[src/design/camera_macros.svh]
//////////////////////////////////////////////////////////////////////
// Capture subsystem constants
// Crop window, binned image size, op-codes and metering shift
//////////////////////////////////////////////////////////////////////
`ifndef CAMERA_MACROS_SVH
`define CAMERA_MACROS_SVH

`define CROP_X_START 2      // Column range, end exclusive
`define CROP_X_END   10
`define CROP_Y_START 1
`define CROP_Y_END   9

`define BIN_WIDTH    4      // Binned pixels per line
`define BIN_PIXELS   16     // Binned pixels per frame
`define METER_SHIFT  4      // log2 of BIN_PIXELS
`define BUF_WORDS    16

`define OP_CAPTURE   8'h20
`define OP_READ      8'h22
`define OP_METER     8'h25
`define OP_STATUS    8'h27
`define OP_SIZE      8'h28

`endif

[src/design/camera_pkg.sv]
//////////////////////////////////////////////////////////////////////
// Shared types for the capture pipeline
// Pixel and address widths, stream structs, capture states
//////////////////////////////////////////////////////////////////////
package camera_pkg;

    typedef logic [9:0]  raw_pixel_t;   // Raw sensor sample
    typedef logic [7:0]  colour_t;
    typedef logic [3:0]  word_addr_t;   // Image buffer word
    typedef logic [5:0]  byte_addr_t;   // Image byte
    typedef logic [10:0] coord_x_t;
    typedef logic [9:0]  coord_y_t;

    // Bayer stream with sensor strobes
    typedef struct packed {
        logic       frame_valid;
        logic       line_valid;
        raw_pixel_t pixel;
    } raw_stream_t;

    typedef struct packed {
        logic    frame_valid;
        logic    pixel_valid;
        colour_t red;
        colour_t green;
        colour_t blue;
    } rgb_stream_t;

    typedef struct packed {
        logic        we;
        word_addr_t  addr;
        logic [31:0] data;
    } buf_write_t;

    typedef enum logic [1:0] {IDLE, ARMED, ACTIVE, DONE} capture_state_t;

endpackage

[src/design/camera_crop.sv]
//////////////////////////////////////////////////////////////////////
// Crop window
// Column and line counters, keeps the pixels inside the fixed
// window and rebuilds the line and frame strobes
//////////////////////////////////////////////////////////////////////
`include "camera_macros.svh"

module camera_crop (
    input  logic                    clock_spi_in,
    input  logic                    mipi_byte_reset_n,
    input  camera_pkg::raw_stream_t raw_i,
    output camera_pkg::raw_stream_t raw_o
);

    camera_pkg::coord_x_t x_count;
    camera_pkg::coord_y_t y_count;
    logic line_valid_d;
    logic in_window;

    assign in_window = raw_i.line_valid &&
                       x_count >= `CROP_X_START && x_count < `CROP_X_END &&
                       y_count >= `CROP_Y_START && y_count < `CROP_Y_END;

    always_ff @(posedge clock_spi_in or negedge mipi_byte_reset_n) begin
        if (!mipi_byte_reset_n) begin
            x_count      <= '0;
            y_count      <= '0;
            line_valid_d <= 1'b0;
            raw_o        <= '0;
        end else begin
            line_valid_d <= raw_i.line_valid;

            if (raw_i.line_valid) begin
                x_count <= x_count + 1'b1;
            end else begin
                x_count <= '0;
            end

            // Next line after each line end
            if (!raw_i.frame_valid) begin
                y_count <= '0;
            end else if (line_valid_d && !raw_i.line_valid) begin
                y_count <= y_count + 1'b1;
            end

            raw_o.frame_valid <= raw_i.frame_valid;  // Keeps alignment
            raw_o.line_valid  <= in_window;
            raw_o.pixel       <= raw_i.pixel;
        end
    end

endmodule

[src/design/bayer_binning.sv]
//////////////////////////////////////////////////////////////////////
// 2x2 RGGB binning
// Half-line buffer of R/G pairs from even lines, combined with
// the G/B pairs of the odd lines into one RGB pixel
//////////////////////////////////////////////////////////////////////
`include "camera_macros.svh"

module bayer_binning (
    input  logic                    clock_spi_in,
    input  logic                    mipi_byte_reset_n,
    input  camera_pkg::raw_stream_t raw_i,
    output camera_pkg::rgb_stream_t rgb_o
);

    localparam int IDX_W = $clog2(`BIN_WIDTH);

    logic [IDX_W-1:0] pair_idx;
    logic odd_col;
    logic odd_line;
    logic line_valid_d;
    logic [10:0] green_sum;

    camera_pkg::raw_pixel_t first_q;  // First pixel of current pair
    camera_pkg::raw_pixel_t red_buf [`BIN_WIDTH];
    camera_pkg::raw_pixel_t green_buf [`BIN_WIDTH];

    assign green_sum = {1'b0, green_buf[pair_idx]} + {1'b0, first_q};

    always_ff @(posedge clock_spi_in or negedge mipi_byte_reset_n) begin
        if (!mipi_byte_reset_n) begin
            pair_idx     <= '0;
            odd_col      <= 1'b0;
            odd_line     <= 1'b0;
            line_valid_d <= 1'b0;
            rgb_o        <= '0;
        end else begin
            line_valid_d      <= raw_i.line_valid;
            rgb_o.frame_valid <= raw_i.frame_valid;
            rgb_o.pixel_valid <= raw_i.line_valid && odd_col && odd_line;

            if (!raw_i.frame_valid) begin
                odd_line <= 1'b0;
            end else if (line_valid_d && !raw_i.line_valid) begin
                odd_line <= !odd_line;
            end

            if (raw_i.line_valid) begin
                odd_col <= !odd_col;
                if (odd_col) begin
                    pair_idx <= pair_idx + 1'b1;
                end
            end else begin
                odd_col  <= 1'b0;
                pair_idx <= '0;
            end

            // B arrives, finish the block
            if (raw_i.line_valid && odd_col && odd_line) begin
                rgb_o.red   <= red_buf[pair_idx][9:2];
                rgb_o.green <= green_sum[10:3];  // Mean of both greens, top 8 bits
                rgb_o.blue  <= raw_i.pixel[9:2];
            end
        end
    end

    always_ff @(posedge clock_spi_in) begin
        if (raw_i.line_valid) begin
            if (!odd_col) begin
                first_q <= raw_i.pixel;
            end else if (!odd_line) begin
                red_buf[pair_idx]   <= first_q;
                green_buf[pair_idx] <= raw_i.pixel;
            end
        end
    end

endmodule

[src/design/exposure_metering.sv]
//////////////////////////////////////////////////////////////////////
// Exposure metering
// Per-frame colour sums of the binned stream, averages latched
// at frame end
//////////////////////////////////////////////////////////////////////
`include "camera_macros.svh"

module exposure_metering (
    input  logic                    clock_spi_in,
    input  logic                    mipi_byte_reset_n,
    input  camera_pkg::rgb_stream_t rgb_i,
    output camera_pkg::colour_t     red_o,
    output camera_pkg::colour_t     green_o,
    output camera_pkg::colour_t     blue_o
);

    localparam int SUM_W = 8 + $clog2(`BIN_PIXELS);

    logic [SUM_W-1:0] red_sum;
    logic [SUM_W-1:0] green_sum;
    logic [SUM_W-1:0] blue_sum;
    logic frame_valid_d;

    always_ff @(posedge clock_spi_in or negedge mipi_byte_reset_n) begin
        if (!mipi_byte_reset_n) begin
            red_sum       <= '0;
            green_sum     <= '0;
            blue_sum      <= '0;
            frame_valid_d <= 1'b0;
            red_o         <= '0;
            green_o       <= '0;
            blue_o        <= '0;
        end else begin
            frame_valid_d <= rgb_i.frame_valid;
            if (rgb_i.frame_valid && !frame_valid_d) begin  // Frame start
                red_sum   <= '0;
                green_sum <= '0;
                blue_sum  <= '0;
            end else if (rgb_i.pixel_valid) begin
                red_sum   <= red_sum + SUM_W'(rgb_i.red);
                green_sum <= green_sum + SUM_W'(rgb_i.green);
                blue_sum  <= blue_sum + SUM_W'(rgb_i.blue);
            end
            if (frame_valid_d && !rgb_i.frame_valid) begin
                red_o   <= red_sum[`METER_SHIFT +: 8];
                green_o <= green_sum[`METER_SHIFT +: 8];
                blue_o  <= blue_sum[`METER_SHIFT +: 8];
            end
        end
    end

endmodule

[src/design/pixel_packer.sv]
//////////////////////////////////////////////////////////////////////
// RGB to 32-bit word packer
// Three bytes per pixel, first byte in the low lane, partial word
// flushed at frame end, image byte counter
//////////////////////////////////////////////////////////////////////
module pixel_packer (
    input  logic                    clock_spi_in,
    input  logic                    mipi_byte_reset_n,
    input  camera_pkg::rgb_stream_t rgb_i,
    input  logic                    capture_active_i,
    output camera_pkg::buf_write_t  wr_o,
    output camera_pkg::byte_addr_t  byte_count_o
);

    logic [1:0]  fill;     // Bytes waiting in pending
    logic [23:0] pending;
    logic [47:0] merged;
    logic frame_valid_d;
    logic active_d;
    camera_pkg::word_addr_t wr_addr;

    assign merged = {24'b0, pending} |
                    ({24'b0, rgb_i.blue, rgb_i.green, rgb_i.red} << (8 * fill));

    always_ff @(posedge clock_spi_in or negedge mipi_byte_reset_n) begin
        if (!mipi_byte_reset_n) begin
            fill          <= '0;
            pending       <= '0;
            frame_valid_d <= 1'b0;
            active_d      <= 1'b0;
            wr_addr       <= '0;
            wr_o          <= '0;
            byte_count_o  <= '0;
        end else begin
            frame_valid_d <= rgb_i.frame_valid;
            active_d      <= capture_active_i;
            wr_o.we       <= 1'b0;

            if (capture_active_i && !active_d) begin  // New capture
                fill         <= '0;
                pending      <= '0;
                wr_addr      <= '0;
                byte_count_o <= '0;
            end else if (capture_active_i && rgb_i.pixel_valid) begin
                byte_count_o <= byte_count_o + 6'd3;
                if (fill == 2'd0) begin
                    pending <= merged[23:0];
                    fill    <= 2'd3;
                end else begin
                    wr_o.we   <= 1'b1;
                    wr_o.addr <= wr_addr;
                    wr_o.data <= merged[31:0];
                    wr_addr   <= wr_addr + 1'b1;
                    pending   <= {8'b0, merged[47:32]};  // Leftover bytes
                    fill      <= fill - 2'd1;
                end
            end else if (capture_active_i && frame_valid_d && !rgb_i.frame_valid &&
                         fill != 2'd0) begin
                wr_o.we   <= 1'b1;
                wr_o.addr <= wr_addr;
                wr_o.data <= {8'b0, pending};
                wr_addr   <= wr_addr + 1'b1;
                pending   <= '0;
                fill      <= '0;
            end
        end
    end

endmodule

[src/design/image_buffer.sv]
//////////////////////////////////////////////////////////////////////
// Image buffer
// Word-wide write port, registered byte read port
//////////////////////////////////////////////////////////////////////
`include "camera_macros.svh"

module image_buffer (
    input  logic                   clock_spi_in,
    input  camera_pkg::buf_write_t wr_i,
    input  camera_pkg::byte_addr_t read_addr_i,
    output camera_pkg::colour_t    read_data_o
);

    logic [31:0] mem [`BUF_WORDS];
    camera_pkg::word_addr_t read_word;

    assign read_word = read_addr_i[5:2];

    always_ff @(posedge clock_spi_in) begin
        if (wr_i.we) begin
            mem[wr_i.addr] <= wr_i.data;
        end
        read_data_o <= mem[read_word][8 * read_addr_i[1:0] +: 8];  // Byte lane select
    end

endmodule

[src/design/capture_control.sv]
//////////////////////////////////////////////////////////////////////
// Command control
// Op-code decode, capture FSM, read address and response register
//////////////////////////////////////////////////////////////////////
`include "camera_macros.svh"

module capture_control (
    input  logic                   clock_spi_in,
    input  logic                   mipi_byte_reset_n,
    input  logic [7:0]             op_code_i,
    input  logic                   op_code_valid_i,
    input  logic [7:0]             operand_i,
    input  logic                   operand_valid_i,
    input  logic [1:0]             operand_count_i,
    output logic [7:0]             response_o,
    output logic                   response_valid_o,
    input  logic                   frame_valid_i,
    input  logic                   binned_frame_valid_i,
    input  camera_pkg::colour_t    red_i,
    input  camera_pkg::colour_t    green_i,
    input  camera_pkg::colour_t    blue_i,
    input  camera_pkg::byte_addr_t byte_count_i,
    input  camera_pkg::colour_t    read_data_i,
    output camera_pkg::byte_addr_t read_addr_o,
    output logic                   capture_active_o
);

    camera_pkg::capture_state_t state;
    logic frame_valid_d;
    logic binned_frame_valid_d;
    logic operand_valid_d;

    assign capture_active_o = (state == camera_pkg::ACTIVE);

    always_ff @(posedge clock_spi_in or negedge mipi_byte_reset_n) begin
        if (!mipi_byte_reset_n) begin
            state                <= camera_pkg::IDLE;
            frame_valid_d        <= 1'b0;
            binned_frame_valid_d <= 1'b0;
            operand_valid_d      <= 1'b0;
            read_addr_o          <= '0;
            response_o           <= '0;
            response_valid_o     <= 1'b0;
        end else begin
            frame_valid_d        <= frame_valid_i;
            binned_frame_valid_d <= binned_frame_valid_i;
            operand_valid_d      <= operand_valid_i;

            case (state)
                camera_pkg::ARMED:  // A rise implies a low cycle was seen
                    if (frame_valid_i && !frame_valid_d) begin
                        state <= camera_pkg::ACTIVE;
                    end
                camera_pkg::ACTIVE:
                    if (binned_frame_valid_d && !binned_frame_valid_i) begin
                        state <= camera_pkg::DONE;
                    end
                default: ;
            endcase

            if (op_code_valid_i) begin
                case (op_code_i)
                    `OP_CAPTURE: begin
                        if (state != camera_pkg::ACTIVE) begin
                            state <= camera_pkg::ARMED;
                        end
                        read_addr_o <= '0;
                    end
                    `OP_READ: begin
                        response_o       <= read_data_i;
                        response_valid_o <= 1'b1;
                        if (operand_valid_i && !operand_valid_d) begin
                            read_addr_o <= read_addr_o + 1'b1;
                        end
                    end
                    `OP_METER: begin
                        case (operand_count_i)
                            2'd0:    response_o <= red_i;
                            2'd1:    response_o <= green_i;
                            2'd2:    response_o <= blue_i;
                            default: response_o <= '0;
                        endcase
                        response_valid_o <= 1'b1;
                    end
                    `OP_STATUS: begin
                        response_o       <= {7'b0, state == camera_pkg::DONE};
                        response_valid_o <= 1'b1;
                    end
                    `OP_SIZE: begin
                        response_o       <= {2'b0, byte_count_i};
                        response_valid_o <= 1'b1;
                    end
                    default: ;
                endcase
            end else begin
                response_valid_o <= 1'b0;
            end
        end
    end

endmodule

[src/design/camera_top.sv]
//////////////////////////////////////////////////////////////////////
// Capture subsystem top level
// Crop, binning, metering, packer, image buffer, command control
//////////////////////////////////////////////////////////////////////
module camera_top (
    input  logic                    clock_spi_in,
    input  logic                    mipi_byte_reset_n,
    input  camera_pkg::raw_stream_t raw_i,
    input  logic [7:0]              op_code_i,
    input  logic                    op_code_valid_i,
    input  logic [7:0]              operand_i,
    input  logic                    operand_valid_i,
    input  logic [1:0]              operand_count_i,
    output logic [7:0]              response_o,
    output logic                    response_valid_o
);

    camera_pkg::raw_stream_t cropped;
    camera_pkg::rgb_stream_t binned;
    camera_pkg::buf_write_t  buf_wr;
    camera_pkg::byte_addr_t  byte_count;
    camera_pkg::byte_addr_t  read_addr;
    camera_pkg::colour_t     read_data;
    camera_pkg::colour_t     red_meter;
    camera_pkg::colour_t     green_meter;
    camera_pkg::colour_t     blue_meter;
    logic capture_active;

    camera_crop u_crop (
        .clock_spi_in, .mipi_byte_reset_n, .raw_i, .raw_o(cropped)
    );

    bayer_binning u_binning (
        .clock_spi_in, .mipi_byte_reset_n, .raw_i(cropped), .rgb_o(binned)
    );

    exposure_metering u_metering (
        .clock_spi_in, .mipi_byte_reset_n, .rgb_i(binned),
        .red_o(red_meter), .green_o(green_meter), .blue_o(blue_meter)
    );

    pixel_packer u_packer (
        .clock_spi_in, .mipi_byte_reset_n, .rgb_i(binned),
        .capture_active_i(capture_active), .wr_o(buf_wr), .byte_count_o(byte_count)
    );

    image_buffer u_buffer (
        .clock_spi_in, .wr_i(buf_wr), .read_addr_i(read_addr), .read_data_o(read_data)
    );

    capture_control u_control (
        .clock_spi_in, .mipi_byte_reset_n,
        .op_code_i, .op_code_valid_i, .operand_i, .operand_valid_i, .operand_count_i,
        .response_o, .response_valid_o,
        .frame_valid_i(raw_i.frame_valid), .binned_frame_valid_i(binned.frame_valid),
        .red_i(red_meter), .green_i(green_meter), .blue_i(blue_meter),
        .byte_count_i(byte_count), .read_data_i(read_data),
        .read_addr_o(read_addr), .capture_active_o(capture_active)
    );

endmodule

[config.mk]
export PLATFORM = sky130hd
export DESIGN_NAME = camera_top
export DESIGN_NICKNAME = d
export VERILOG_FILES = /design/src/design/camera_pkg.sv /design/src/design/camera_crop.sv /design/src/design/bayer_binning.sv /design/src/design/exposure_metering.sv /design/src/design/pixel_packer.sv /design/src/design/image_buffer.sv /design/src/design/capture_control.sv /design/src/design/camera_top.sv
export VERILOG_INCLUDE_DIRS = /design/src /design/src/design
export SDC_FILE = /design/constraint.sdc
export NUM_CORES = 1
export LEC_CHECK = 0
export ABC_AREA = 1
export BUFFER_PORTS_ARGS = -buffer_cell sky130_fd_sc_hd__buf_4
export CAP_MARGIN = 10
export CORE_MARGIN = 2
export CORE_UTILIZATION = 41
export CTS_CLUSTER_SIZE = 14
export DETAILED_ROUTE_END_ITERATION = 7
export GPL_TIMING_DRIVEN = 1
export PLACE_DENSITY = 0.63
export SLEW_MARGIN = 20
export SYNTH_ARGS = -nofsm -noshare
export SYNTH_HDL_FRONTEND = slang
export SYNTH_HIERARCHICAL = 1
export SYNTH_SLANG_ARGS = --single-unit
[constraint.sdc]
create_clock -name clock_spi_in -period 2.91 [get_ports clock_spi_in]
set_input_delay 0.1455 -clock clock_spi_in [delete_from_list [all_inputs] [get_ports clock_spi_in]]
set_output_delay 0.1455 -clock clock_spi_in [all_outputs]
set_load 0.02 [all_outputs]
# Yosys cells after proc, flatten, opt, wreduce, memory -nomap -nowiden
# Memory sizes are Yosys's and may differ from the RTL's. A register that Yosys moved wholly into a read port is not among the register bits.
# Cells that the tools add are included.
[totals] mem_bits_rw=592 output_inout_bits=9 regBits=228 memories=3
[classes] n_lt_le_gt_ge=4 reduce_logical=42 shift=2 eq_ne=18 n_addsub=11 bitwise=3 n_mux=50
[memory_table] memory="u_buffer.mem" depth=16 width=32 read_ports=1 rd_clocked_by_memory_dff=0 wr=1 line_no="image_buffer.sv:14" text="logic [31:0] mem [`BUF_WORDS];"
[memory_table] memory="u_binning.green_buf" depth=4 width=10 read_ports=1 rd_clocked_by_memory_dff=0 wr=1 line_no="bayer_binning.sv:25" text="camera_pkg::raw_pixel_t green_buf [`BIN_WIDTH];"
[memory_table] memory="u_binning.red_buf" depth=4 width=10 read_ports=1 rd_clocked_by_memory_dff=1 wr=1 line_no="bayer_binning.sv:24" text="camera_pkg::raw_pixel_t red_buf [`BIN_WIDTH];"
[ops] cell="$mux W37" count=4
[ops] cell="$mux W24" count=4
[ops] cell="$mux W12" count=6
[ops] cell="$or A24 B48 Y48" count=1
[ops] cell="$shl A24 B5 Y48" count=1
[ops] cell="$eq A8 B6 Y1 const B" count=5
[ops] cell="$add A12 B8 Y12" count=3
[ops] cell="$pmux W8 S4" count=1
[ops] cell="$shiftx A32 B6 Y8" count=1
[ops] cell="$pmux W8 S3" count=1
[ops] cell="$mux W2" count=11
[ops] cell="$mux W10" count=2
[ops] cell="$mux W6" count=3
[ops] cell="$logic_and A1 B1 Y1" count=17
[ops] cell="$mux W4" count=4
[ops] cell="$pmux W6 S2" count=1
[ops] cell="$add A10 B10 Y11" count=1
[ops] cell="$add A11 B1 Y11 const B" count=1
[ops] cell="$ge A11 B2 Y1 const B" count=1
[ops] cell="$lt A11 B4 Y1 const B" count=1
[ops] cell="$mux W1" count=11
[ops] cell="$mux W11" count=1
[ops] cell="$add A10 B1 Y10 const B" count=1
[ops] cell="$ge A10 B1 Y1 const B" count=1
[ops] cell="21 further kinds" count=47

# Depth between registers and ports, before layout
# Gate-level depths: netlist of run 1.
[depth] ltp_word=7 depth_mapped=15 ltp_nobuf=13

# Hierarchy
# The synthesis of run 1 kept the hierarchy.
[modules_own_cells] mod="image_buffer" n_inst=1 area_each_um2=20998.9 cells_each=1742
[modules_own_cells] mod="bayer_binning" n_inst=1 area_each_um2=4589.4 cells_each=390
[modules_own_cells] mod="pixel_packer" n_inst=1 area_each_um2=4234.1 cells_each=584
[modules_own_cells] mod="exposure_metering" n_inst=1 area_each_um2=3614.7 cells_each=430
[modules_own_cells] mod="camera_crop" n_inst=1 area_each_um2=1531.5 cells_each=167
[modules_own_cells] mod="capture_control" n_inst=1 area_each_um2=1502.7 cells_each=223

# Worst setup path after synthesis of run 1
# OpenSTA, ideal clock, no wires.
[synth_path] path_kind="reg-to-reg" from="register u_packer/wr_o[34] (netlist bit)" to="memory u_buffer.mem[10][0], enable pin" stages_incl_launch_ff=3 slack_ns=0.509 t_required_ns=2.489 synth_period_minus_slack_ns=2.401 arrival_ns=1.980 setup_time_ns=0.421 path_cell_list="dfrtp_1 -> nand3b_1 -> nor2_1"
[synth_lines] element="start: declaration" line_no="pixel_packer.sv:11" text="output camera_pkg::buf_write_t wr_o,"
[synth_lines] element="end: declaration" line_no="image_buffer.sv:14"
# No word-level cell before the write port.

# Worst setup path after layout of run 1
[layout_path] from="input op_code_i[2]" to="register u_control.read_addr_o[4]"
[layout_between] elab_chain_len=3
[layout_lines] element="start: declaration" line_no="camera_top.sv:9" text="input logic [7:0] op_code_i,"
[layout_lines] element="$eq A8 B6 Y1" line_no="capture_control.sv:62" text="case (op_code_i)"
[layout_lines] element="$ne A2 B1 Y1 (no line) or $reduce_bool A2 Y1 (tied branches)"
[layout_lines] element="$reduce_and A3 Y1 (no line)"
[layout_lines] element="end signal: assignment" line_no="capture_control.sv:73" text="read_addr_o <= read_addr_o + 1'b1;"
[layout_lines] element="end: declaration" line_no="capture_control.sv:24" text="output camera_pkg::byte_addr_t read_addr_o,"
# Parallel ways exist; a longest one is shown, timed or not.
# A chain may end at the register's enable or synchronous reset.

==> results of run 1 <==
==> per-stage QoR <==
step	std cells	power, mW	worst slack, ns	hold slack [ns]
3_3_place_gp	4649	13.41	0.5323	0.1220
5_1_grt	4828	24.75	0.1320	0.03692
4_1_cts	4828	24.21	0.2737	0.0003993
3_5_place_dp	4649	13.41	0.4814	0.1247
2_1_floorplan	3536	13.16	0.5093	-0.1501
6_report	4828	24.02	0.2969	0.02748
==> power by group <==
part / leakage (nW) / total (mW) / internal (mW) / switching (mW)
sequential: 9.13 / 12.6 / 12.5 / 0.0780
clock: 1.37 / 10.8 / 6.25 / 4.58
combinational: 6.59 / 0.581 / 0.179 / 0.402
total: 17.1 / 24.0 / 19.0 / 5.06
==> critical path: cells and delay by family <==
kind	cells	cell delay [ns]
AO/OA/AOI/OAI	1	0.12
buffers and inverters	5	2.48
AND/OR/NAND/NOR	4	0.42
==> synthesized netlist by cell type (18+ instances only) <==
master / number
nand2_1: 1199
edfxtp_1: 594
nand3_1: 589
dfrtp_1: 221
inv_1: 166
nor2_1: 153
o21ai_0: 92
a21oi_1: 66
buf_2: 66
ha_1: 49
buf_6: 37
buf_4: 25
clkbuf_1: 25
o22ai_1: 25
nand2_2: 19
o21ai_1: 18
==> flip-flops by register name (all words and copies together) (netlist names), 12 cells and up <==
signal,cells
u_buffer/mem,512
u_metering/blue_sum,12
u_crop/raw_o,12
u_binning/green_buf,40
u_binning/rgb_o,26
u_metering/red_sum,12
u_binning/red_buf,32
u_packer/wr_o,37
u_packer/pending,24
u_metering/green_sum,12
==> logic make-up after synthesis <==
logic type | count (synthesis)
compound gates | 263
xor+xnor | 6
fa+ha+maj | 52
buf+inv | 348
flops | 823
mux | 11
simple gates | 2033
==> layer usage <==
| metal | track usage [%] | vias to the layer above | part of all wire [%] |
|---|---|---|---|
| met5 | 0 | - | 0 |
| met4 | 6.129 | 0 | 2.6 |
| met3 | 2.815 | 126 | 6.1 |
| met2 | 32.59 | 732 | 48 |
| met1 | 27.51 | 12100 | 44 |
| li1 | - | 12170 | - |
==> what timing repair did <==
action,CTS,global route
endpoints found under the setup margin,0,4
hold buffers,20,0
hold endpoints to repair,236,0
setup buffers,0,0
resized for setup,0,1
==> final timing paths <==
kind	endpoint	from	depth (start not counted)	slack [ns]
setup / recovery	u_control/read_addr_o[4]$_DFFE_PN0P_	op_code_i[2]	10	0.30
hold / removal	u_control/read_addr_o[1]$_DFFE_PN0P_	op_code_i[4]	6	0.03
setup reg to reg	u_packer/wr_o[32]$_DFFE_PN0P_	u_packer/fill[0]$_DFFE_PN0P_	11	0.44
hold reg to reg	u_metering/green_sum[3]$_DFFE_PN0P_	u_metering/green_sum[3]$_DFFE_PN0P_	1	0.48
max in group asynchronous	u_binning/pair_idx[1]$_DFFE_PN0N_	mipi_byte_reset_n	3	1.97
min in group asynchronous	u_metering/green_sum[11]$_DFFE_PN0P_	mipi_byte_reset_n	2	0.04
==> area by class of cell <==
cell class | instances | area share, %
flip-flops and latches | 823 | 57.31
multi-input cells | 2365 | 27.46
clock buffers | 125 | 5.968
well taps | 1165 | 3.549
repair buffers | 134 | 3.199
inverters | 182 | 1.688
clock inverters | 34 | 0.8317
==> layout by cell type (no fill, tap or decap), types with 13 or more instances in the layout <==
cell type,count
ha_1,49
nor2_1,137
o21ai_1,18
edfxtp_1,594
o22ai_1,25
inv_1,165
nor2_4,27
buf_12,20
o21ai_0,92
nand2_1,1198
buf_4,93
nand2_2,20
clkbuf_1,26
clkinv_2,13
inv_2,13
nand3_1,589
nor3_1,16
dfrtp_1,218
nand4_1,15
a21oi_1,66
dlygate4sd3_1,20
clkbuf_16,88
==> flow_summary.toml, run 1 <==
[final_layout]
fillCellCount = 8032
ff_latch_area_um2 = 23540
syn_to_final_growth_pct = 12.61
multiInputGateArea_um2 = 11280
layout-drive-gt1-share_pct = 9.910
stdcell_area_um2 = 41070
insertedDiodeCount = 0
nets = 3678
final_util_pct = 46.54

[global_routing]
antenna_found_initial = 0
grt_max_degree = 108
grt_pass1_wl_um = 140600
gr-total-overflow = 0
grt_pass1_vias = 24200
track_usage_pct = 19.90

[setup_path]
arrival_ns = 3.17
crit_type = "in2reg"
crit_chain = "dlygate4sd3_1, buf_4, nor2_1, dlygate4sd3_1, nand3_1, dlygate4sd3_1, nor2_4, dlygate4sd3_1, nand2_1, o21ai_2"
endpoint_kind = "register"
path_max_fanout = 8
cpPeakStageDelay_ns = 0.64
start_kind = "primary input"
crit_top_cell = "dlygate4sd3_1"
crit_required_ns = 3.46
crit_slowest_cell = "dlygate4sd3_1"

[floorplanning]
fp.dieW_um = 302.3
die_area_um2 = 91360
core_um2 = 88240
num_rows = 109
start_util_pct = 41.33
die_y_um = 302.3
ios = 43

[synth]
synth.area.mux_share_pct = 0.3808
synth_fa_ha_area_share_pct = 1.846
netlist_area_um2 = 36470
yosysSeqAreaShare_pct = 64.51
synth-compound-area-share_pct = 4.302
postSynthCellCount = 3536
ys_async_sr_fraction_pct = 26.85
syn-num-nets = 3622
avgSynthCellArea_um2 = 10.31
synth-seq-cells = 823
synth_top_area_cell = "edfxtp_1"
synth_top_area_share_pct = 48.91
synth_top_family_by_area = "simple AND/OR/NAND/NOR gates"
synth-simple-area-share_pct = 23.91
synth_warnings = 6
synth-edff-count = 594
synth_top_cells_by_area = "edfxtp_1 (49%), dfrtp_1 (15%), nand2_1 (12%)"
yosysUniqueCellTypes = 59
ys.flop_type = "edfxtp_1"
yosys.area_share.xor_xnor_pct = 0.1441

[route]
firstDrtPassIters = 8
avgViaCountPerCell = 5.203
antenna_left = 0
wl_um = 89920
first_iter_violations = 2218
wl_per_cell_um = 18.62
num_vias = 25120
drc_errors = 0

[cts]
insertion_delay_ns = 0.65
cts_made_buffers = 86
cts_tree = "done"
htreeDepth = 3
ctsLongestPathBuffers = 3
clkTransAtPathRegs_ns = 0.06
cts_root_buf = "clkbuf_16"
cts.sinks = 823

[sta]
finalSetupViolCount = 0
tightest_slew_ns = 0.8407
fin_skew_ns = 0.03119
final-hold-violation-count = 0
tns_ns = 0
final.min_clock_period_ns = 2.613
fin_crit_sh_pct = 89.80
slew_violations = 0
rsz0062_at_grt = "false"
slew_headroom_pct = 43.89
max_clock_freq_ghz = 0.3827

[place]
placed_area_um2 = 38070
io_buffers = 34
post-dp-hpwl_um = 53770
gp_congestion = 0.8750

[run]
cap_violations = 0

[status]
run_status = "complete, no violations"

[power_and_ir_drop]
power.leakage_nw = 17.09
peakVddDrop_v = 0.0004792
power_density_nw_per_um2 = 584.9

[min_path]
hp-class = "in2reg"
No activity file was read; power rests on OpenSTA's default activity.
==> run 2, diff against run 1 <==
CORE_ASPECT_RATIO = 1.25   (was default)
CORE_UTILIZATION = 62   (was 41)
PLACE_DENSITY = 0.85   (was 0.63)
==> run 2 against run 1 <==
  * The run now ends with DRC left
  * Combinational power about the same
  * Clock skew increased by 0.0051 ns
  * Worst setup slack improved by 0.12 ns
  * Clock power decreased by 6%
  * Routed wire length decreased by 0.69%
  * Highest routed layer unchanged
  * Register-to-register slack got worse by 0.02 ns
  * Power decreased by 2.6%
  * Final area decreased by 1.8%
  * Via count increased by 6.1%
  * Maximum frequency increased by 4.9%
  * Sequential power about the same
==> flow_summary.toml, run 2 (same netlist as run 1, synthesis figures left out) <==
[final_layout]
syn_to_final_growth_pct = 10.60
nets = 3669
multiInputGateArea_um2 = 11270
insertedDiodeCount = 0
final_cell_mix = "nand2_1 (1199), edfxtp_1 (594), nand3_1 (589)"
layout_commonest_cell = "nand2_1"
layout-drive-gt1-share_pct = 9.528
regMostFlops = "u_buffer/mem"
fillCellCount = 3918
final_util_pct = 69.29
reg_top3 = "u_buffer/mem (512), u_binning/green_buf (40), u_packer/wr_o (37)"
fin_cells = 4399
stdcell_area_um2 = 40340
ff_latch_area_um2 = 23540
largest_register_ffs = 512

[sta]
final.min_clock_period_ns = 2.491
slew_headroom_pct = 36.68
rsz0062_at_grt = "false"
max_clock_freq_ghz = 0.4015
slew_violations = 0
fin_skew_ns = 0.03628
tightest_slew_ns = 0.9462
final-hold-violation-count = 0
finalSetupViolCount = 0
tns_ns = 0
whs_ns = 0.01660
fin_ws_ns = 0.4195
fin_crit_sh_pct = 85.58

[place]
io_buffers = 34
dpl.cell_count = 4244
gp_congestion = 0.9077
placed_area_um2 = 37620
dp_slack_ns = 0.5273
post-dp-hpwl_um = 53330

[power_and_ir_drop]
clkPwrFrac_pct = 43.7
power_density_nw_per_um2 = 580.1
p_sw_share_pct = 20.44
p_int_mw = 18.62
peakVddDrop_v = 0.0005454
seq_power_share_pct = 53.8
p_comb_share_pct = 2.5
power_mw = 23.40
p_switching_mw = 4.782
power.leakage_nw = 16.98

[cts]
cts_root_buf = "clkbuf_16"
clkTransAtPathRegs_ns = 0.06
ctsLongestPathBuffers = 3
htreeDepth = 3
cts-resized-gates = 0
cts_tree = "done"
insertion_delay_ns = 0.64
cts_made_buffers = 77
cts.sinks = 823

[floorplanning]
num_rows = 99
die_area_um2 = 60790
start_util_pct = 62.65
ios = 43
core_um2 = 58220
fp.dieW_um = 220.9
die_y_um = 275.2

[route]
drc_errors = 4
wl_um = 89300
first_iter_violations = 2996
num_vias = 26650
wl_per_cell_um = 20.30
firstDrtPassIters = 8
avgViaCountPerCell = 6.057
antenna_left = 0

[global_routing]
antenna_found_initial = 0
grt_max_degree = 143
grt_pass1_vias = 26460
grt_pass1_wl_um = 139200
track_usage_pct = 29.37
gr-total-overflow = 0

[run]
cap_violations = 0

[setup_path]
start_kind = "register"
endpoint_kind = "register"
crit_required_ns = 3.46
arrival_ns = 3.04
crit_type = "reg2reg"
path_max_fanout = 37

[status]
run_status = "complete, but fails checks"
violations = "DRC"

[min_path]
hp-class = "in2reg"
## run 2: repair_timing
item,in CTS,in global routing
buffers inserted,0,0
hold endpoints to repair,123,0
hold buffers,17,0
## run 2: area by class of cell
| class | count | share of cell area, % |
|---|---|---|
| inverters | 182 | 1.718 |
| clock inverters | 36 | 0.9895 |
| clock buffers | 102 | 5.319 |
| repair buffers | 134 | 3.331 |
| multi-input cells | 2365 | 27.95 |
| well taps | 757 | 2.348 |
| flip-flops and latches | 823 | 58.35 |
## run 2: path summary, 6_finish.rpt
kind	from	end	slack (ns)	cells after the start
max	u_packer/fill[0]$_DFFE_PN0P_	u_packer/wr_o[26]$_DFFE_PN0P_	0.42	8
min	op_code_i[3]	u_control/read_addr_o[1]$_DFFE_PN0P_	0.02	6
max reg2reg	u_packer/fill[0]$_DFFE_PN0P_	u_packer/wr_o[26]$_DFFE_PN0P_	0.42	8
min reg2reg	u_metering/blue_sum[3]$_DFFE_PN0P_	u_metering/blue_sum[3]$_DFFE_PN0P_	0.49	2
max in group asynchronous	mipi_byte_reset_n	u_packer/wr_o[3]$_DFFE_PN0P_	2.03	3
min in group asynchronous	mipi_byte_reset_n	u_crop/x_count[4]$_DFF_PN0_	0.12	2
## run 2: power groups by stage
stage | sequential (mW) | clock [mW] | combinational (mW)
after CTS | 12.6 | 10.3 | 0.581
after global placement | 12.8 | 0 | 0.538
final | 12.6 | 10.2 | 0.582
after detailed placement | 12.8 | 0 | 0.556
after floorplan | 12.8 | 0 | 0.319
after global routing | 12.6 | 10.7 | 0.641
## run 2: worst max-delay path: stages, from the launching register on
cell	delay [ns]
dfrtp_1	0.37
inv_1	0.09
ha_1	0.40
inv_2	0.21
nand3_2	0.15
inv_1	0.10
o21ai_4	0.76
nand2_1	0.19
nand2_1	0.12
## run 2: routing by layer
| metal | wire length (um) | GRT usage [%] | share of wire (%) |
|---|---|---|---|
| met1 | 31520 | 34.73 | 35 |
| met2 | 44510 | 50.64 | 50 |
| met3 | 7691 | 4.390 | 8.6 |
| met4 | 5573 | 18.99 | 6.2 |
| met5 | 0 | 0 | 0 |
